## src/verilog/demodMonitorPkg.sv

```systemverilog
/* Demod monitor shared definitions */

package demodMonitorPkg;

    // datapath widths
    parameter int SampleWidthDefault = 18;
    parameter int DataWidth          = 32;
    parameter int AddrWidth          = 13;
    parameter int AlphaWidth         = 16;

    // DAC source codes, anything unlisted behaves as DacI
    typedef enum logic [3:0] {
        DacI          = 4'd0,
        DacQ          = 4'd1,
        DacFreq       = 4'd2,
        DacAvgFreq    = 4'd3,
        DacAvgAbsFreq = 4'd4
    } dacSelT;

    // register word offsets
    parameter logic [AddrWidth-1:0] RegDacSelect = 13'h000;
    parameter logic [AddrWidth-1:0] RegFalseLock = 13'h004;
    parameter logic [AddrWidth-1:0] RegStatus    = 13'h008;
    parameter logic [AddrWidth-1:0] RegAvgFreq   = 13'h00C;

endpackage

```

## src/verilog/dacChannel.sv

```systemverilog
/* DAC output selector */

`timescale 1ns/1ps

module dacChannel #(
    parameter int SampleWidth = demodMonitorPkg::SampleWidthDefault
) (
    input  logic                          clk,
    input  logic                          rstN,
    input  demodMonitorPkg::dacSelT       dacSelect,
    input  logic                          sampleEn,
    input  logic                          freqEn,
    input  logic signed [SampleWidth-1:0] iSwap,
    input  logic signed [SampleWidth-1:0] qSwap,
    input  logic signed [SampleWidth-1:0] fmVideo,
    input  logic signed [SampleWidth-1:0] averageFreq,
    input  logic signed [SampleWidth-1:0] averageAbsFreq,
    output logic [SampleWidth-1:0]        dacData,
    output logic                          dacSync
);

    logic [SampleWidth-1:0] nextData;
    logic                   nextSync;

    // I/Q registers are read at the strobe, so they carry the previous pair
    always_comb begin
        case (dacSelect)
            demodMonitorPkg::DacI: begin
                nextData = iSwap;
                nextSync = sampleEn;
            end
            demodMonitorPkg::DacQ: begin
                nextData = qSwap;
                nextSync = sampleEn;
            end
            demodMonitorPkg::DacFreq: begin
                nextData = fmVideo;
                nextSync = freqEn;
            end
            demodMonitorPkg::DacAvgFreq: begin
                nextData = averageFreq;
                nextSync = freqEn;
            end
            demodMonitorPkg::DacAvgAbsFreq: begin
                nextData = averageAbsFreq;
                nextSync = freqEn;
            end
            default: begin
                nextData = iSwap;
                nextSync = sampleEn;
            end
        endcase
    end

    always_ff @(posedge clk) begin
        dacData <= nextData;
    end

    always_ff @(posedge clk or negedge rstN) begin
        if (!rstN) begin
            dacSync <= 1'b0;
        end else begin
            dacSync <= nextSync;
        end
    end

endmodule

```

## config.mk

```make
export PLATFORM = sky130hd
export DESIGN_NAME = dacChannel
export DESIGN_NICKNAME = d
export VERILOG_FILES = /design/src/verilog/demodMonitorPkg.sv /design/src/verilog/dacChannel.sv
export SDC_FILE = /design/constraint.sdc
export NUM_CORES = 1
export LEC_CHECK = 0
export BUFFER_PORTS_ARGS = -buffer_cell sky130_fd_sc_hd__buf_2
export CORE_MARGIN = 4
export CORE_UTILIZATION = 36
export CTS_CLUSTER_SIZE = 12
export DETAILED_ROUTE_END_ITERATION = 6
export PLACE_DENSITY = 0.83
export SYNTH_ARGS = -nofsm -noshare
export SYNTH_HDL_FRONTEND = slang
export SYNTH_SLANG_ARGS = --single-unit
```

## constraint.sdc

```tcl
create_clock -name clk -period 0.8 [get_ports clk]
set_input_delay 0.16 -clock clk [delete_from_list [all_inputs] [get_ports clk]]
set_output_delay 0.16 -clock clk [all_outputs]
set_load 0.005 [all_outputs]
```

### Yosys cells after proc, flatten, opt, wreduce, memory -nomap -nowiden

Index checks and enable logic that the tools add are counted.
Widths: inputs -> output; s select.

* bits in registers: 19
* logic and storage cells: 9

* equal/unequal tests: 4
* muxes and demuxes: 2
* reduce and logical (&&, ||, !) cells: 1

Operator list (count)
* $pmux 18 s4: 1
* $eq 4x2->1 const B: 2
* $eq 4x1->1 const B: 1
* $eq 4x3->1 const B: 1
* $reduce_or 3->1: 1
* $mux 1: 1

### Longest topological paths before layout

* depth in word-level cells: 3
* mapped depth: 7
* depth with buffers taken out: 4

### Worst setup path before layout

OpenSTA, ideal clock, no wires.

* path kind: input to register
* from: input dacSelect[2]
* to: register dacData[2]
* arrival time: 1129 ps
* required time: 678 ps
* path slack: -451 ps
* stages: 5
* cell sequence: buf_6 -> nand2b_1 -> buf_2 -> o311a_1 -> o32a_1

* cells in the longest elaborated chain, start to end: 2

RTL lines
* start: declaration: line dacChannel.sv:10 `input demodMonitorPkg::dacSelT dacSelect,`
* $eq 4x3->1, or another cell as far along: line dacChannel.sv:27 `case (dacSelect)`
* $pmux 18 s4 (*): line dacChannel.sv:27
* named net nextData[2]: line dacChannel.sv:22 `logic [SampleWidth-1:0] nextData;`
* end signal: assignment: line dacChannel.sv:56 `dacData <= nextData;`
* end: declaration: line dacChannel.sv:18 `output logic [SampleWidth-1:0] dacData,`

Mark *: on every way through the listed nets, which the timed path passes. The rest lies on a longest branch.

### Final worst setup path

* from: register dacSync
* to: output dacSync

RTL lines
* start: declaration: line dacChannel.sv:19 `output logic dacSync`
* start signal: assignment: line dacChannel.sv:63 `dacSync <= nextSync;`

No word-level cell between the ends.

==> reports/results.ini <==
[synth]
ys_seq_area_frac=0.316
syn_avg_cell_area_sq_um=8.78
synthFlopType=dfxtp_1
synth-edff-count=0
async_flop_share=0.0526
yosysWarnings=0
synth.distinct_cells=31
synth_area_sq_um=1220
syn_inst=139
syn-num-nets=237
ys_ff_latch=19

[worst_setup_path]
crit_family=flip-flops
cpMaxStageDelayCell=dfrtp_1
critPathArrivalTime_ns=0.81
slowest_delay_ns=0.39
critPathLaunchType=register
worstSetupEndpointType=output pin
critPathBufInv=1
crit_fanout=1
critical_path_class=register to output pin
crit_chain=buf_2
worstPathRequired_ns=0.64

[clocking]
clk_root_buffer_cell=clkbuf_4
clkSinkCount=19
clk_path_buf_depth=2
cts_made_buffers=3
htree_levels=1
cts_tree=done
clk_pin_slew_ns=0.13

[power_and_ir_drop]
seqPwrFrac=0.403
cellLeakagePower_uw=0.00115
power_switching_uw=813
peakVddDrop_mv=0.583
powerDensity_nw_per_um2=1150
switching_share=0.303
p_int_uw=1870
pwr-share-comb=0.402
power_frac_clock=0.194

[sta]
relSlewSlack=0.835
finalCriticalPeriod_ns=0.968
grt_setup_unrepaired=true
slew_violations=0
setup_viol=21
clock.fmax_mhz=1030
worst_slack_ns=-0.168
hold_ws_ns=0.0662
finalCritPeriodShare=1.21
hold_viol_final=0
tightest_slew_ns=0.245

[placement]
dp_slack_ns=-0.444
portBuffers=116
gp_congestion=0.792
hpwl_um=3720

[floorplan]
pin_count=117
core_sq_um=3150
die_x_um=66.2
start_util=0.387
fp-row-count=20
die_h_um=66.2
dieArea_sq_um=4380

[route]
drt_pass1_iterations=4
vias_per_cell=5.16
drt-initial-drc-count=123
drc=0
wl_per_cell_um=16.6
final_antenna_net_count=0
dr_total_vias=1629
wl_um=5230

[global_routing]
grt_pass1_vias=1623
use_met2=0.400
antenna_found_initial=0
grtUsageTotal=0.206
grt_overflow=0
gr-usage-met1=0.223
met3_usage=0.0391
grt_max_degree=17
grt_pass1_wl_um=7120
busiest_layer=met2

[finish]
syn_to_final_growth_pct=91.3
drive_gt1_frac=0.724
fin_util=0.740
diodes=0
final_nets=371

[status]
status=finished, violations left
violations=negative setup slack

[hold_path]
hold_class=primary input to register

[run]
maxCapViolations=0

## power by group through the flow
stage	logic [uW]	registers, uW	clock network (uW)
final	1080	1080	521
after global routing	1160	1090	560
after CTS	990	1070	532
after detailed placement	891	1090	0
after global placement	877	1080	0
after floorplan	401	1100	0
## cell usage after synthesis, types with 2 or more instances
master      n  area, sq um
a2bb2oi_1   8         70.1
inv_1      17         63.8
o21ai_0    16         80.1
nor2_1      4         15.0
mux2i_1     3         30.0
o221ai_1   16          140
dfxtp_1    18          360
a22oi_1     2         15.0
nor2b_1     2         12.5
buf_2       7         35.0
a21oi_1    17         85.1
clkbuf_1    2         7.51
a2bb2oi_2   9          135
## final cells by class
class,instances,area [sq um]
sequential,19,394
timing repair buffer,142,931
inverter,17,63.8
clock buffer,3,22.5
multi-input combinational,90,862
fill,264,820
tap,44,55.1
clock inverter,1,5.00
## stage by stage
| step | area, sq um | setup TNS [ns] | total power (uW) | instances |
|---|---|---|---|---|
| after global placement | 2020 | -6.55 | 1960 | 309 |
| after detailed placement | 2020 | -7.36 | 1980 | 309 |
| after CTS | 2210 | -2.13 | 2590 | 315 |
| after global routing | 2330 | -2.67 | 2810 | 316 |
| final | 2330 | -2.04 | 2680 | 316 |
| after floorplan | 1290 | -4.85 | 1510 | 139 |
## state kept, by name, indices dropped and copies added, names as in the netlist
name	flops
dacData	18
dacSync	1
## what timing repair did
item	in CTS	in global routing
endpoints found under the setup margin	38	30
gates resized for setup	30	24
cloned	0	1
hold endpoints to repair	1	0
pin swaps	7	6
setup buffers	1	0
hold buffers	1	0
## layer usage
| metal | up-vias | part of all wire |
|---|---|---|
| met5 | - | 0 |
| met4 | 0 | 0.026 |
| met3 | 12 | 0.084 |
| met2 | 77 | 0.54 |
| met1 | 748 | 0.35 |
| li1 | 792 | - |
## logic make-up after synthesis
kind of cell    synth area share
buf+inv                    0.120
compound gates             0.472
mux                       0.0246
simple gates              0.0677
flops                      0.316
## cells in the final DEF, fill, tap and decap left out, types with 2 or more instances in the layout
cell	count
buf_2	108
inv_1	17
a2bb2oi_2	16
o21ai_0	16
buf_4	15
dfxtp_1	11
a21oi_2	10
buf_6	10
o221ai_2	9
a21oi_1	7
o221ai_1	7
dfxtp_2	7
buf_12	5
mux2i_1	3
nor2_1	3
clkbuf_4	3
buf_8	2
## worst paths after layout
path | from | cells after the start | to
max in group asynchronous | rstN | 2 | dacSync
worst max-delay path | dacSync | 1 | dacSync
worst min-delay path | iSwap[0] | 2 | dacData[0]
min in group asynchronous | rstN | 2 | dacSync
Power figures use the tool's default switching activity.
