**config.mk**
```make
export PLATFORM = sky130hd
export DESIGN_NAME = iqFrontEnd
export DESIGN_NICKNAME = d
export VERILOG_FILES = /design/src/verilog/demodMonitorPkg.sv /design/src/verilog/iqFrontEnd.sv
export SDC_FILE = /design/constraint.sdc
export NUM_CORES = 2
export LEC_CHECK = 0
export BUFFER_PORTS_ARGS = -buffer_cell sky130_fd_sc_hd__buf_2
export CORE_MARGIN = 3
export CORE_UTILIZATION = 60
export DETAILED_ROUTE_END_ITERATION = 10
export MAX_ROUTING_LAYER = met4
export PLACE_DENSITY = 0.91
export SLEW_MARGIN = 30
export SYNTH_ARGS = -nofsm -noshare
export SYNTH_HDL_FRONTEND = slang
export SYNTH_SLANG_ARGS = --single-unit
```
**constraint.sdc**
```tcl
create_clock -name clk -period 6.65 [get_ports clk]
set_input_delay 0.3325 -clock clk [delete_from_list [all_inputs] [get_ports clk]]
set_output_delay 0.3325 -clock clk [all_outputs]
set_load 0.005 [all_outputs]
```
**src/verilog/demodMonitorPkg.sv**
```systemverilog
/* Demod monitor shared definitions */

package demodMonitorPkg;

    // datapath widths
    parameter int SampleWidthDefault = 18;
    parameter int DataWidth          = 32;
    parameter int AddrWidth          = 13;
    parameter int AlphaWidth         = 16;

    // DAC source codes, anything unlisted behaves as DacI
    typedef enum logic [3:0] {
        DacI          = 4'd0,
        DacQ          = 4'd1,
        DacFreq       = 4'd2,
        DacAvgFreq    = 4'd3,
        DacAvgAbsFreq = 4'd4
    } dacSelT;

    // register word offsets
    parameter logic [AddrWidth-1:0] RegDacSelect = 13'h000;
    parameter logic [AddrWidth-1:0] RegFalseLock = 13'h004;
    parameter logic [AddrWidth-1:0] RegStatus    = 13'h008;
    parameter logic [AddrWidth-1:0] RegAvgFreq   = 13'h00C;

endpackage

```
**src/verilog/iqFrontEnd.sv**
```systemverilog
/* I/Q swap and FM discriminator */

`timescale 1ns/1ps

module iqFrontEnd #(
    parameter int SampleWidth = demodMonitorPkg::SampleWidthDefault
) (
    input  logic                          clk,
    input  logic                          rstN,
    input  logic                          sampleEn,
    input  logic signed [SampleWidth-1:0] iIn,
    input  logic signed [SampleWidth-1:0] qIn,
    input  logic                          iqSwap,
    output logic signed [SampleWidth-1:0] iSwap,
    output logic signed [SampleWidth-1:0] qSwap,
    output logic signed [SampleWidth-1:0] fmVideo,
    output logic                          freqEn
);

    localparam int ProdWidth = 2 * SampleWidth;

    logic signed [SampleWidth-1:0] iPrev;
    logic signed [SampleWidth-1:0] qPrev;
    // i0*q1 and q0*i1
    logic signed [ProdWidth-1:0]   crossIQ;
    logic signed [ProdWidth-1:0]   crossQI;
    logic signed [ProdWidth-1:0]   crossDiff;

    always_ff @(posedge clk or negedge rstN) begin
        if (!rstN) begin
            iPrev  <= '0;
            qPrev  <= '0;
            freqEn <= 1'b0;
        end else begin
            freqEn <= sampleEn;
            if (sampleEn) begin
                iPrev <= iIn;
                qPrev <= qIn;
            end
        end
    end

    // discriminator works on the unswapped pair
    always_ff @(posedge clk) begin
        if (sampleEn) begin
            crossIQ <= iPrev * qIn;
            crossQI <= qPrev * iIn;
            iSwap   <= iqSwap ? qIn : iIn;
            qSwap   <= iqSwap ? iIn : qIn;
        end
    end

    assign crossDiff = crossIQ - crossQI;
    // drop the redundant sign bit, keep the top half
    assign fmVideo   = crossDiff[ProdWidth-2:SampleWidth-1];

endmodule

```
# Yosys cells after proc, flatten, opt, wreduce, memory -nomap -nowiden
# Cells that the tools add are included.
dict set report classes {
  addsub 1
  multipliers 2
  div_mod_pow 0
  n_lt_le_gt_ge 0
  n_eq_ne 0
  n_shift 0
  n_mux 2
  bitwise_logic 0
  reduce_logical 0
}
# op count
set ops {}
lappend ops {{18-bit by 18-bit multiplier with 35-bit output} 2}
lappend ops {{18-bit 2-to-1 mux} 2}
lappend ops {{35-bit subtractor} 1}
dict set report totals {
  regBits 143
  latch_bits 0
  mem_bits_rw 0
  mem_bits_ro 0
  input_bits 40
  out_inout_bits 55
  elab_cells 12
  n_memories 0
}

# Depth between registers and ports, before layout
dict set report depth {
  word_depth 1
  depth_mapped 25
  ltp_nobuf 24
}

# Worst setup path before layout
# No wires, ideal clock.
dict set report synth_path {
  kind {register -> register}
  startpoint {register iPrev[17]}
  endpoint {register crossIQ[34], data pin}
  setup_time_ns 0.260
  arrival_ns 6.062
  required_ns 6.390
  setup_slack_ns 0.328
  path_stages_with_launch 25
  n_path_buf 2
  period_less_slack_ns 6.322
  path_cell_list {dfrtp_1 > clkbuf_1 > clkbuf_1 > nand2_1 > fa_1 > inv_1 > fa_1 > inv_1 > fa_1 > inv_1 > fa_1 > fa_1 > inv_1 > fa_1 > inv_1 > ha_1 > a21o_1 > a21o_1 > a21o_1 > a21oi_1 > o21ai_0 > a221oi_1 > o31ai_1 > a21oi_1 > xnor2_1}
}
dict set report synth_via {
  elab_chain_cells 1
}
# element line_no
set synth_rtl {}
lappend synth_rtl {{from (decl)} iqFrontEnd.sv:22} ;# logic signed [SampleWidth-1:0] iPrev;
lappend synth_rtl {{from (signal assigned)} iqFrontEnd.sv:37} ;# iPrev <= iIn;
lappend synth_rtl {{18-bit by 18-bit multiplier with 35-bit output} iqFrontEnd.sv:46} ;# crossIQ <= iPrev * qIn;
lappend synth_rtl {{to (signal assigned)} iqFrontEnd.sv:46}
lappend synth_rtl {{to (decl)} iqFrontEnd.sv:25} ;# logic signed [ProdWidth-1:0] crossIQ;
# No other way between the ends.
# A chain may end at the register's enable or synchronous reset.

# Final worst setup path
dict set report layout_path {
  startpoint {register qPrev[1]}
  endpoint {register crossQI[31], data pin}
}
dict set report layout_via {
  elab_chain_cells 1
}
# element line_no
set layout_rtl {}
lappend layout_rtl {{from (decl)} iqFrontEnd.sv:23} ;# logic signed [SampleWidth-1:0] qPrev;
lappend layout_rtl {{from (signal assigned)} iqFrontEnd.sv:38} ;# qPrev <= qIn;
lappend layout_rtl {{18-bit by 18-bit multiplier with 35-bit output} iqFrontEnd.sv:47} ;# crossQI <= qPrev * iIn;
lappend layout_rtl {{to (signal assigned)} iqFrontEnd.sv:47}
lappend layout_rtl {{to (decl)} iqFrontEnd.sv:26} ;# logic signed [ProdWidth-1:0] crossQI;
# No other way between the ends.

==> impl_metrics.py <==
metrics = {
    "status": {
        "outcome": "finished with violations",
        "violations": "setup timing",
    },
    "die": {
        "ios": 95,
        "row_count": 81,
        "die_area_sq_mm": 0.0527,
        "die_h_um": 229,
        "core_sq_mm": 0.0492,
        "start_util_pct": 61.0,
        "dieWidth_um": 229,
    },
    "clock_tree": {
        "insertion_delay_ns": 0.47,
        "cts_sinks": 143,
        "htreeDepth": 4,
        "clockBufferDepth": 2,
        "cts-root-buf": "clkbuf_16",
        "path_clk_slew_ns": 0.08,
        "cts_tree": "done",
        "cts_buffers": 17,
    },
    "min_path": {
        "min_from": "sampleEn",
        "hold_class": "in2reg",
    },
    "drt": {
        "wirelength_um": 80700,
        "drc": 0,
        "ant_nets": 0,
        "avgRoutedWirePerCell_um": 21.1,
        "vias": 22500,
        "drt_iter0_drc": 2433,
        "drt_first_pass_iters": 8,
        "via_per_inst": 5.87,
    },
    "place": {
        "place_congestion": 0.929,
        "dpl.hpwl_um": 62300,
        "placed_cell_area_sq_mm": 0.0316,
        "io_buffers": 94,
    },
    "timing": {
        "slew_headroom_pct": 37.4,
        "tightest_slew_ns": 0.940,
        "post-route-min-period_ns": 6.68,
        "finalHoldViolCount": 0,
        "slew_viol_final": 0,
        "clock-skew-final_ns": 0.0132,
        "period_share_pct": 100,
        "fmax_ghz": 0.150,
        "fin_ws_ns": -0.0319,
        "setup_tns_ns": -0.0319,
        "setup_viol": 1,
    },
    "yosys": {
        "ys_seq_elements": 143,
        "synth_top_area_share_pct": 43.2,
        "synth_fp_nets": 3967,
        "synthFlopType": "edfxtp_1",
        "postSynthCellCount": 3066,
        "seq_area_frac_synth_pct": 13.7,
        "synth_cell_types": 51,
        "synth_enable_flop_cells": 106,
        "yosysWarningCount": 0,
        "post_synth.cell_area_avg_sq_um": 9.77,
        "synthArstFlopShare_pct": 25.9,
        "synth.largest_area_cell": "fa_1",
        "synth_area_leaders": "fa_1, edfxtp_1, inv_1, ha_1, and2_1",
        "synth_commonest_cells": "inv_1, fa_1, nand2_1",
        "yosysMostFrequentCell": "inv_1",
        "syn_area_sq_mm": 0.0300,
    },
    "worst_setup_path": {
        "r2r-start": "qPrev[1]",
        "critical-path-top-delay-family": "adder cells",
        "crit_path_max_fanout": 13,
        "crit_chain": "nand2_1, fa_1, fa_1, inv_1, fa_1, fa_1, fa_1, inv_1, fa_1, inv_1, ha_1, a21o_1, a21oi_2, o21ai_1, a221o_1, a311o_1, buf_4, a21o_1, a21oi_1, xnor2_1",
        "critPathArrivalTime_ns": 6.90,
        "endpoint_kind": "flop",
        "worstSetupStartpointType": "flop",
        "critPathSlowestCell": "dfrtp_1",
        "cp_slowest_stage_delay_ns": 0.76,
        "crit_top_cell": "fa_1",
        "cp.buffers_inverters": 4,
        "required_ns": 6.87,
        "critPathKind": "reg2reg",
        "critPathLaunch": "qPrev[1]",
    },
    "global_route": {
        "grt_pass1_wl_um": 129000,
        "grt_usage_pct": 32.4,
        "grt_max_degree": 93,
        "antenna_found_initial": 8,
        "grt_overflow": 0,
        "first_global_vias": 25400,
    },
    "layout": {
        "num-nets-final": 4050,
        "drive_above_1_share_pct": 11.3,
        "fin_area_sq_mm": 0.0324,
        "area_growth_pct": 8.25,
        "fin_util_pct": 66.0,
    },
    "job": {
        "cap_violations": 0,
    },
}
layer usage:
layer | wire, um | global-route usage (%)
met1 | 26700 | 36.7
met2 | 39700 | 53.0
met3 | 8140 | 6.74
met4 | 6160 | 19.9
met5 | 0 | -
cell families after synthesis:
kind of cell,synth area share [%]
buf+inv,11.4
fa+ha+maj,52.1
simple gates,13.0
compound gates,4.20
flops,13.7
xor+xnor,2.83
mux,2.63
state kept, by name (all words and copies together), names as in the netlist:
name / cells
qSwap: 18
freqEn: 1
crossIQ: 35
crossQI: 35
iPrev: 18
iSwap: 18
qPrev: 18
final timing paths:
path,endpoint,slack [ns],cells after the start
setup reg to reg,crossQI[31],-0.03,20
min in group asynchronous,freqEn,0.43,2
max in group asynchronous,iPrev[17],5.71,2
hold reg to reg,qPrev[7],0.60,1
hold / removal,freqEn,0.38,1
setup / recovery,crossQI[31],-0.03,20
timing repair:
| action | in CTS | in global routing |
|---|---|---|
| pin swaps | 0 | 9 |
| hold endpoints to repair | 37 | 0 |
| hold buffers | 1 | 0 |
| resized for setup | 6 | 40 |
| setup buffers | 0 | 6 |
| setup endpoints to repair | 3 | 12 |
per-stage QoR:
step	setup WS, ns	hold WS (ns)	instances
final	-0.0319	0.379	3832
after global routing	-0.101	0.390	3832
after detailed placement	-0.186	0.369	3787
after global placement	0.0934	0.575	3786
after CTS	0.0267	0.353	3820
after floorplan	0.328	0.0369	3066
worst register-to-register path, cell delays in order, from the launching register on:
cell and delay (ns):
dfrtp_1 0.76, nand2_1 0.26, fa_1 0.56, fa_1 0.55
inv_1 0.06, fa_1 0.50, fa_1 0.43, fa_1 0.51
inv_1 0.05, fa_1 0.50, inv_1 0.05, ha_1 0.30
a21o_1 0.18, a21oi_2 0.20, o21ai_1 0.16, a221o_1 0.39
a311o_1 0.38, buf_4 0.16, a21o_1 0.17, a21oi_1 0.19
xnor2_1 0.09
cell type report:
class / instances / area (sq um)
multi-input cells: 2009 / 22600
clock inverters: 15 / 179
fillers: 3373 / 16700
well taps: 664 / 831
inverters: 767 / 2880
diodes: 6 / 15.0
clock buffers: 17 / 425
repair buffers: 211 / 1410
flip-flops and latches: 143 / 4130
layout by cell type (no fill, tap or decap), types with 3 or more instances in the layout:
cell type  count
nor2_1        67
diode_2        6
a21oi_2        4
o21a_1        12
fa_2           3
a31oi_2        4
buf_4        112
dfrtp_2       17
and3_1         8
ha_1         212
o211ai_1       5
nand4_1        3
xnor2_1       80
nor3_1        12
clkbuf_16     17
a21oi_1       62
o21ai_0       24
nand2b_1      15
edfxtp_1     106
nor2b_1        5
o31ai_1        4
a21o_1        41
inv_6          5
fa_1         643
buf_12         4
mux2_2        70
or3_1          4
nand2_1      327
buf_2         92
dfrtp_1       20
nand3_1       20
o21bai_1      10
inv_1        767
inv_8          4
and2_1       317
xor2_1        17
clkinv_8       4
Power is left out: the tool's default activity adds up to more than one toggle a clock period on the data nets, which glitch-free logic cannot reach.
