## config.mk

```make
export PLATFORM = sky130hd
export DESIGN_NAME = monitorRegs
export DESIGN_NICKNAME = d
export VERILOG_FILES = /design/src/verilog/demodMonitorPkg.sv /design/src/verilog/monitorRegs.sv
export SDC_FILE = /design/constraint.sdc
export NUM_CORES = 1
export LEC_CHECK = 0
export BUFFER_PORTS_ARGS = -buffer_cell sky130_fd_sc_hd__buf_2
export CAP_MARGIN = 5
export CORE_ASPECT_RATIO = 1.5
export CORE_MARGIN = 2
export CORE_UTILIZATION = 35
export CTS_BUF_LIST = sky130_fd_sc_hd__clkbuf_16
export DETAILED_ROUTE_END_ITERATION = 8
export GPL_TIMING_DRIVEN = 0
export PLACE_DENSITY = 0.7
export SLEW_MARGIN = 20
export SYNTH_ARGS = -nofsm -noshare
export SYNTH_HDL_FRONTEND = slang
export SYNTH_SLANG_ARGS = --single-unit
```

## constraint.sdc

```tcl
create_clock -name clk -period 3.1 [get_ports clk]
set_input_delay 0.31 -clock clk [delete_from_list [all_inputs] [get_ports clk]]
set_output_delay 0.31 -clock clk [all_outputs]
set_load 0.01 [all_outputs]
```

## src/verilog/demodMonitorPkg.sv

```systemverilog
/* Demod monitor shared definitions */

package demodMonitorPkg;

    // datapath widths
    parameter int SampleWidthDefault = 18;
    parameter int DataWidth          = 32;
    parameter int AddrWidth          = 13;
    parameter int AlphaWidth         = 16;

    // DAC source codes, anything unlisted behaves as DacI
    typedef enum logic [3:0] {
        DacI          = 4'd0,
        DacQ          = 4'd1,
        DacFreq       = 4'd2,
        DacAvgFreq    = 4'd3,
        DacAvgAbsFreq = 4'd4
    } dacSelT;

    // register word offsets
    parameter logic [AddrWidth-1:0] RegDacSelect = 13'h000;
    parameter logic [AddrWidth-1:0] RegFalseLock = 13'h004;
    parameter logic [AddrWidth-1:0] RegStatus    = 13'h008;
    parameter logic [AddrWidth-1:0] RegAvgFreq   = 13'h00C;

endpackage

```

## src/verilog/monitorRegs.sv

```systemverilog
/* Monitor control and status registers */

`timescale 1ns/1ps

module monitorRegs #(
    parameter int SampleWidth = demodMonitorPkg::SampleWidthDefault
) (
    input  logic                                     clk,
    input  logic                                     rstN,
    input  logic [demodMonitorPkg::AddrWidth-1:0]    addr,
    input  logic [demodMonitorPkg::DataWidth-1:0]    din,
    input  logic                                     wr0,
    input  logic                                     wr1,
    input  logic                                     wr2,
    input  logic                                     wr3,
    input  logic                                     highFreqOffset,
    input  logic                                     carrierLock,
    input  logic signed [SampleWidth-1:0]            averageFreq,
    output logic [demodMonitorPkg::DataWidth-1:0]    dout,
    output demodMonitorPkg::dacSelT                  dac0Select,
    output demodMonitorPkg::dacSelT                  dac1Select,
    output demodMonitorPkg::dacSelT                  dac2Select,
    output logic                                     iqSwap,
    output logic [demodMonitorPkg::AlphaWidth-1:0]   falseLockAlpha,
    output logic [demodMonitorPkg::AlphaWidth-1:0]   falseLockThreshold
);

    localparam int DataWidth  = demodMonitorPkg::DataWidth;
    localparam int AlphaWidth = demodMonitorPkg::AlphaWidth;
    localparam int ByteLanes  = 4;

    logic [ByteLanes-1:0] byteWr;
    logic [DataWidth-1:0] dacSelectReg;
    logic [DataWidth-1:0] falseLockReg;

    // wr0 is the low byte
    assign byteWr = {wr3, wr2, wr1, wr0};

    always_ff @(posedge clk or negedge rstN) begin
        if (!rstN) begin
            dacSelectReg <= '0;
            falseLockReg <= '0;
        end else begin
            for (int lane = 0; lane < ByteLanes; lane++) begin
                if (byteWr[lane]) begin
                    if (addr == demodMonitorPkg::RegDacSelect) begin
                        dacSelectReg[lane*8 +: 8] <= din[lane*8 +: 8];
                    end
                    if (addr == demodMonitorPkg::RegFalseLock) begin
                        falseLockReg[lane*8 +: 8] <= din[lane*8 +: 8];
                    end
                end
            end
        end
    end

    // select fields, one nibble per DAC
    assign dac0Select = demodMonitorPkg::dacSelT'(dacSelectReg[3:0]);
    assign dac1Select = demodMonitorPkg::dacSelT'(dacSelectReg[11:8]);
    assign dac2Select = demodMonitorPkg::dacSelT'(dacSelectReg[19:16]);
    assign iqSwap     = dacSelectReg[24];

    assign falseLockAlpha     = falseLockReg[AlphaWidth-1:0];
    assign falseLockThreshold = falseLockReg[2*AlphaWidth-1:AlphaWidth];

    // readback mux
    always_comb begin
        case (addr)
            demodMonitorPkg::RegDacSelect: begin
                dout = dacSelectReg;
            end
            demodMonitorPkg::RegFalseLock: begin
                dout = falseLockReg;
            end
            demodMonitorPkg::RegStatus: begin
                dout = {{(DataWidth-2){1'b0}}, carrierLock, highFreqOffset};
            end
            demodMonitorPkg::RegAvgFreq: begin
                dout = {{(DataWidth-SampleWidth){averageFreq[SampleWidth-1]}}, averageFreq};
            end
            default: begin
                dout = '0;
            end
        endcase
    end

endmodule

```

=== Word-level counts from Yosys, hierarchy flattened ===
Index checks and enable logic that the tools add are counted.

* Input port bits: 71
* Output and inout port bits: 77
* Word-level logic and storage cells: 21
* Bits in registers: 64

* Multiplexer cells: 1
* Equal/unequal tests: 3
* Reduce and logical (&&, ||, !) cells: 9

{| class="wikitable"
|+ Operators with widths
! cell !! number
|-
| 32-bit case mux with 4 select lines || 1
|-
| 13-bit by 4-bit == test with 1-bit output, second input constant || 2
|-
| 2-bit AND reduction || 8
|-
| 13-bit by 3-bit == test with 1-bit output, second input constant || 1
|-
| 13-bit zero test || 1
|}

=== Longest topological paths before layout ===
Gate-level depths: netlist of the first run.

* Word-level depth: 2
* Gate-level depth with buffers: 6

=== Least setup slack after synthesis of the first run ===
No wires, ideal clock.

* Path type: input to output
* Start: input port addr[1] (netlist name)
* End: output port dout[10] (netlist name)
* Arrival time: 2.043 ns
* Cell stages on the path: 6
* Setup slack: 0.747 ns
* Buffers on the path: 2
* Required time: 2.790 ns
* Cell sequence: or4_4 -> or4_1 -> buf_4 -> nor3_4 -> buf_6 -> a221o_1

* Word-level cells in the longest chain between the ends: 2
* Elaborated cells between the ends (all ways): 5
* Classes of those cells: eq/ne: 3; mux: 1; reduce/logical: 1

{| class="wikitable"
|+ Ends and longest elaborated chain
! item !! line !! RTL
|-
| start: declaration || monitorRegs.sv:10 || <nowiki>input logic [demodMonitorPkg::AddrWidth-1:0] addr,</nowiki>
|-
| 13-bit by 4-bit == test with 1-bit output (tied with other cells) || monitorRegs.sv:68 || <nowiki>case (addr)</nowiki>
|-
| 32-bit case mux with 4 select lines (*) || monitorRegs.sv:68 ||
|-
| end: declaration || monitorRegs.sv:19 || <nowiki>output logic [demodMonitorPkg::DataWidth-1:0] dout,</nowiki>
|}

Mark *: on every way between the ends. The rest lies on a longest branch, timed or not.

=== Worst setup path in the final report of the first run ===
* Start: input port addr[1] (netlist name)
* End: output port dout[23] (netlist name)

The elaborated chain is that of the path after synthesis.

==> results.txt, run 1 <==
----------------------------------------------------
[Run status]
  Status ... finished, final reports clean

[Yosys]
  Share of async-settable or async-resettable flops after synthesis ... 100%
  Mean cell area of the mapped netlist ... ~13 um^2
  Synthesis Warnings ... 0
  Synth top area share ... between 50% and 60%
  Number of distinct standard cells referenced by the synthesized netlist ... 22
  Synthesized netlist net count ... approximately 310
  Sequential share of the synthesized area ... 51.0%
  Biggest area consumer among synthesized cells ... dfrtp_1
  Leading cell type by number of instances after synthesis ... dfrtp_1
  Number of flops mapped to enable cells by yosys ... 0
  Gate Count Post-Synth ... around 240
  List of most frequent post-synthesis cells ... 64 x dfrtp_1, 62 x mux2_2, 30 x a221o_1
  Top_reg_cell synth ... dfrtp_1
  Mapped Area ... approximately 3100 um^2
  Largest cells by area after synthesis ... dfrtp_1 51%, mux2_2 22%, a221o_1 9.6%, nand3_1 3.2%, buf_4 3.1%
  #FFs+latches synth ... 64

[Clocking]
  Clock Tree Root ... clkbuf_16
  Count of hold buffers inserted by post-cts repair ... 0
  Buffers inserted by post-CTS timing repair ... 0
  Buffers from clock root to sink, at most ... 2
  Sink count of the clock tree ... 64
  Gates resized, CTS repair ... 0
  TritonCTS clock tree ... done
  Total number of H-tree levels ... 3
  TritonCTS Buffers ... 9
  Clk Latency, worst-skew pair ... about 0.32 ns
  Reg clk slew, reported paths ... 0.05 ns

[Power]
  Power density cells ... 438 nW/um^2
  Leakage power summed over all cells ... between 2 and 2.5 nW
  Worst IR Drop VDD ... about 0.33 mV

[Min path]
  Worst min path class ... in -> async

[STA]
  Achievable clock frequency ... approximately 370 MHz
  Max Slew Vio Count ... 0
  Pin slew with the least headroom to its limit ... approximately 0.8 ns
  Final Skew ... 0 ns
  Unrepaired setup endpoints after global routing ... no
  Worst-case headroom to the max-slew limit ... 45.6%
  Minimum setup slack in the final design ... roughly 0.36 ns
  Period utilisation layout ... between 80% and 90%
  Endpoints failing setup ... 0
  Setup Total Neg Slack ... 0 ns
  Hold violation count in the final report ... 0
  Shortest clock period the worst path allows after layout ... around 2.7 ns

[Detailed routing]
  Length of the first detailed-routing pass in iterations ... 5
  Remaining antenna violation count ... 0
  Routed vias/inst ... 5.09
  Initial drt markers ... 78
  Final Routed Wirelength ... ~9000 um
  Routed wire per std cell ... ~17 um
  Vias after detailed routing ... between 2000 and 3000
  Number of design rule violations left after detail routing ... 0

[Critical path]
  Slowest Stage Delay on Critical Path ... approximately 0.57 ns
  Maximum fanout encountered on the critical timing path ... 10
  Signal arrival time at the worst endpoint ... 2.43 ns
  Required time of the critical path ... 2.79 ns
  Crit path top cell by count ... buf_2
  Cell Chain, Critical Path ... buf_2 -> or4_4 -> or4_1 -> buf_4 -> nor2_4 -> buf_2 -> a221o_1 -> buf_2
  Source of the critical timing path ... addr[1]
  Crit end category ... output port
  Cell at the slowest stage of the critical path ... or4_4
  Startpoint class of the critical path ... input pin
  Worst r2r src ... falseLockReg[1]$_DFFE_PN0P_
  Crit Path Class ... in -> out

[Final layout]
  Multi-input gate area ... ~1400 um^2
  Proportion of layout cells with a drive suffix above 1 ... between 60% and 70%
  Synth-to-layout area growth ... 36.9%
  Seq. cell area ... roughly 1600 um^2
  Layout Nets ... 466
  Fill count ... roughly 830
  Antenna cells ... 0

[Floorplanning]
  Die extent in x ... roughly 81 um
  Site Rows ... 42
  Die area ... slightly below 10000 um^2
  Vertical extent of the die ... about 120 um
  Number of primary I/O pins ... 148
  Effective utilization at floorplan ... between 30% and 40%
  Core region area ... approximately 9000 um^2

[Placed design]
  HPWL after DPL ... between 6000 and 7000 um
  Count of input and output buffers ... between 100 and 150
  Post-placement setup slack ... roughly 0.35 ns
  GPL Wtd Cong ... around 0.81

[Global routing]
  Wire length of the first global-routing pass ... roughly 13000 um
  Initial antenna violation count ... 0
  Via count of the first global-routing pass ... roughly 2500
  Maximum number of pins on one net before global-route repair ... 65
  Global-route total usage across every layer ... 18.1%
  Total overflow reported by the global router ... 0

[Run]
  Max_cap viols ... 0

----------------------------------------------------
==> flip-flops by register name, indices dropped and copies added, names as in the netlist <==
name          cells
dacSelectReg     32
falseLockReg     32
==> cells by family after synthesis <==
group	Yosys count	share of synthesized area, %
flip-flops	64	51.0
AND/OR/NAND/NOR	52	9.73
AO/OA/AOI/OAI	30	9.57
multiplexers	66	24.4
buffers and inverters	25	5.30
==> critical path: cells and delay by family <==
family          cells  cell delay, ns
compound gates      1            0.17
buf+inv             4            0.70
simple gates        3            1.25
==> through the flow <==
stage          instances  power, mW  util [%]  cell area, um^2  hold WS [ns]
2_1_floorplan        237      0.878         -             3140        0.0144
3_3_place_gp         494      0.949      45.7             4010         0.488
3_5_place_dp         494      0.953      45.8             4020         0.457
4_1_cts              510       1.91      49.0             4300         0.107
5_1_grt              510       1.96      49.0             4300         0.144
6_report             510       1.88      49.0             4300        0.0905
==> power by group <==
group          total [mW]  internal (mW)  switching [mW]
clock network       0.943          0.608           0.335
registers           0.840          0.839         0.00134
logic              0.0975         0.0438          0.0537
total                1.88           1.49           0.390
==> routing by layer <==
metal	vias up	GRT usage, %	share of wire [%]	wire length [um]
met1	1279	20.8	38	3300
met4	0	5.72	0.90	79
met2	97	31.9	54	4710
li1	1214	-	-	-
met5	-	0	0	0
met3	5	5.04	7.5	656
==> final cells by class <==
class,count,area share (%)
repair buffers,147,17.2
multi-input cells,148,31.9
clock buffers,9,5.24
well taps,110,3.20
plain buffers,25,3.87
clock inverters,7,1.31
flip-flops and latches,64,37.3
==> final timing paths <==
path	endpoint	slack, ns	cells past startpoint
worst max-delay path	dout[23]	0.36	8
worst min-delay path	dacSelectReg[1]$_DFFE_PN0P_	0.09	1
worst max register to register	falseLockReg[1]$_DFFE_PN0P_	2.28	1
worst min register to register	dacSelectReg[13]$_DFFE_PN0P_	0.50	1
max in group asynchronous	falseLockReg[10]$_DFFE_PN0P_	2.48	1
min in group clk	falseLockReg[0]$_DFFE_PN0P_	0.22	2
==> cell usage in the layout, fill, tap and decap left out, types with 3 or more instances in the layout <==
cell type	synthesis	layout
a221o_1	30	30
buf_2	1	147
buf_4	13	14
buf_6	3	3
clkbuf_1	7	7
clkbuf_16	0	9
clkinv_2	0	3
dfrtp_1	64	64
inv_1	0	3
mux2_2	62	62
nand2_1	4	4
nand3_1	20	20
nor2_1	16	16
Note: power is estimated with default switching activity, not from simulation.
==> inputs of run 2 (changes only) <==
- CAP_MARGIN: 5 -> unset
- CORE_UTILIZATION: 35 -> 50
- PLACE_DENSITY: 0.7 -> 0.92
==> results.txt, run 2 (synthesized netlist as in run 1, its figures left out) <==
----------------------------------------------------
[STA]
  Final Skew ... 0 ns
  Setup Total Neg Slack ... 0 ns
  Max Slew Vio Count ... 0
  Endpoints failing setup ... 0
  Unrepaired setup endpoints after global routing ... no
  Shortest clock period the worst path allows after layout ... about 2.7 ns
  Hold violation count in the final report ... 0
  Achievable clock frequency ... 364 MHz
  Period utilisation layout ... 88.5%
  Pin slew with the least headroom to its limit ... about 0.8 ns
  Worst-case headroom to the max-slew limit ... between 40% and 50%

[Floorplanning]
  Die area ... between 6000 and 7000 um^2
  Vertical extent of the die ... 101 um
  Site Rows ... 35
  Effective utilization at floorplan ... between 50% and 60%
  Core region area ... between 6000 and 7000 um^2
  Number of primary I/O pins ... around 150
  Die extent in x ... a little under 70 um

[Detailed routing]
  Vias after detailed routing ... roughly 2700
  Final Routed Wirelength ... roughly 8800 um
  Number of design rule violations left after detail routing ... 0
  Routed wire per std cell ... between 15 and 20 um
  Initial drt markers ... around 120
  Length of the first detailed-routing pass in iterations ... 4
  Routed vias/inst ... 5.73
  Remaining antenna violation count ... 0

[Critical path]
  Crit Path Class ... in -> out
  Cell at the slowest stage of the critical path ... or4_4
  Cell Chain, Critical Path ... buf_2 -> or4_4 -> or4_1 -> buf_4 -> nor2_4 -> buf_2 -> a221o_1 -> buf_2
  Startpoint class of the critical path ... input pin
  Length in cells of the worst reg-to-reg path ... 1
  Slowest Stage Delay on Critical Path ... about 0.57 ns
  Critical path depth ... 8
  Source of the critical timing path ... addr[1]
  Required time of the critical path ... ~2.8 ns
  R2R Path End ... falseLockReg[0]$_DFFE_PN0P_
  Critical Path End ... dout[23]
  Maximum fanout encountered on the critical timing path ... 10
  Crit path top cell by count ... buf_2
  Category of cells accounting for the largest share of critical-path delay ... simple AND/OR/NAND/NOR gates
  Worst r2r src ... falseLockReg[0]$_DFFE_PN0P_
  Signal arrival time at the worst endpoint ... 2.43 ns
  Crit end category ... output port
  Reg-to-reg slack, setup ... about 2.3 ns
  Number of buffer and inverter stages on the critical path ... 4

[Placed design]
  Count of input and output buffers ... between 100 and 150
  GPL Wtd Cong ... about 0.8
  HPWL after DPL ... between 6000 and 7000 um

[Final layout]
  Seq. cell area ... roughly 1600 um^2
  Most frequent cells in the layout ... 147 x buf_2, 64 x dfrtp_1, 62 x mux2_2
  Most common library cell in the layout ignoring fill and taps ... buf_2
  Largest registers ... dacSelectReg (32), falseLockReg (32)
  Proportion of layout cells with a drive suffix above 1 ... a little over three fifths
  Fill count ... between 400 and 500
  Multi-input gate area ... approximately 1400 um^2
  Synth-to-layout area growth ... 35.9%
  Antenna cells ... 0
  Layout Nets ... ~470

[Power]
  Total Power ... about 1.9 mW
  Leakage power summed over all cells ... 2.42 nW
  Power density cells ... 450 nW/um^2
  Worst IR Drop VDD ... between 0.4 and 0.5 mV

[Run status]
  Status ... finished, final reports clean

[Clocking]
  TritonCTS Buffers ... 9
  Buffers inserted by post-CTS timing repair ... 0
  Count of hold buffers inserted by post-cts repair ... 0
  Clk Latency, worst-skew pair ... around 0.32 ns
  Sink count of the clock tree ... 64
  TritonCTS clock tree ... done
  Buffers from clock root to sink, at most ... 2
  Total number of H-tree levels ... 3
  Clock Tree Root ... clkbuf_16
  Reg clk slew, reported paths ... ~0.060 ns
  Gates resized, CTS repair ... 0

[Global routing]
  Maximum number of pins on one net before global-route repair ... 65
  Wire length of the first global-routing pass ... around 13000 um
  Initial antenna violation count ... 0
  Via count of the first global-routing pass ... 2794
  Global-route total usage across every layer ... 25.7%
  Total overflow reported by the global router ... 0

[Run]
  Max_cap viols ... 0

[Min path]
  Worst min path class ... in -> async

----------------------------------------------------
run 2: metrics by stage:
step	instances	util, %	instance area [um^2]	hold WS [ns]	setup WS (ns)
final	474	70.1	4270	0.0686	0.355
after global routing	474	70.1	4270	0.157	0.286
after CTS	474	70.1	4270	0.102	0.346
after detailed placement	458	65.2	3970	0.450	0.357
after global placement	458	65.2	3970	0.488	0.396
after floorplan	237	-	3140	0.0144	0.747
run 2: layout make-up:
class | instances | share of cell area (%)
Sequential cell | 64 | 37.5
Multi-Input combinational cell | 148 | 32.1
Timing Repair Buffer | 147 | 17.3
Clock buffer | 9 | 5.28
Buffer | 25 | 3.90
Tap cell | 74 | 2.17
Clock inverter | 7 | 1.67
run 2: how the worst min path moves through the flow:
stage | from | to | slack, ns | depth (start not counted)
2_1_floorplan | rstN | dacSelectReg[0]$_DFFE_PN0P_ | 0.01 | 0
3_3_place_gp | dacSelectReg[25]$_DFFE_PN0P_ | dacSelectReg[25]$_DFFE_PN0P_ | 0.49 | 1
3_5_place_dp | rstN | falseLockReg[5]$_DFFE_PN0P_ | 0.45 | 1
4_1_cts | rstN | falseLockReg[5]$_DFFE_PN0P_ | 0.10 | 1
5_1_grt | rstN | falseLockReg[5]$_DFFE_PN0P_ | 0.16 | 1
6_report | rstN | dacSelectReg[7]$_DFFE_PN0P_ | 0.07 | 1
run 2: per-layer routing:
metal  vias up  track usage [%]  wire [um]
met1      1338             26.7       3170
li1       1216                -          -
met4         0             12.7        253
met3        23             4.69        598
met2       137             47.4       4730
met5         -                0          0
run 2: where the power goes:
group          internal (mW)  switching, mW  total, mW
combinational         0.0438         0.0536     0.0973
sequential             0.838        0.00142      0.839
clock                  0.621          0.362      0.983
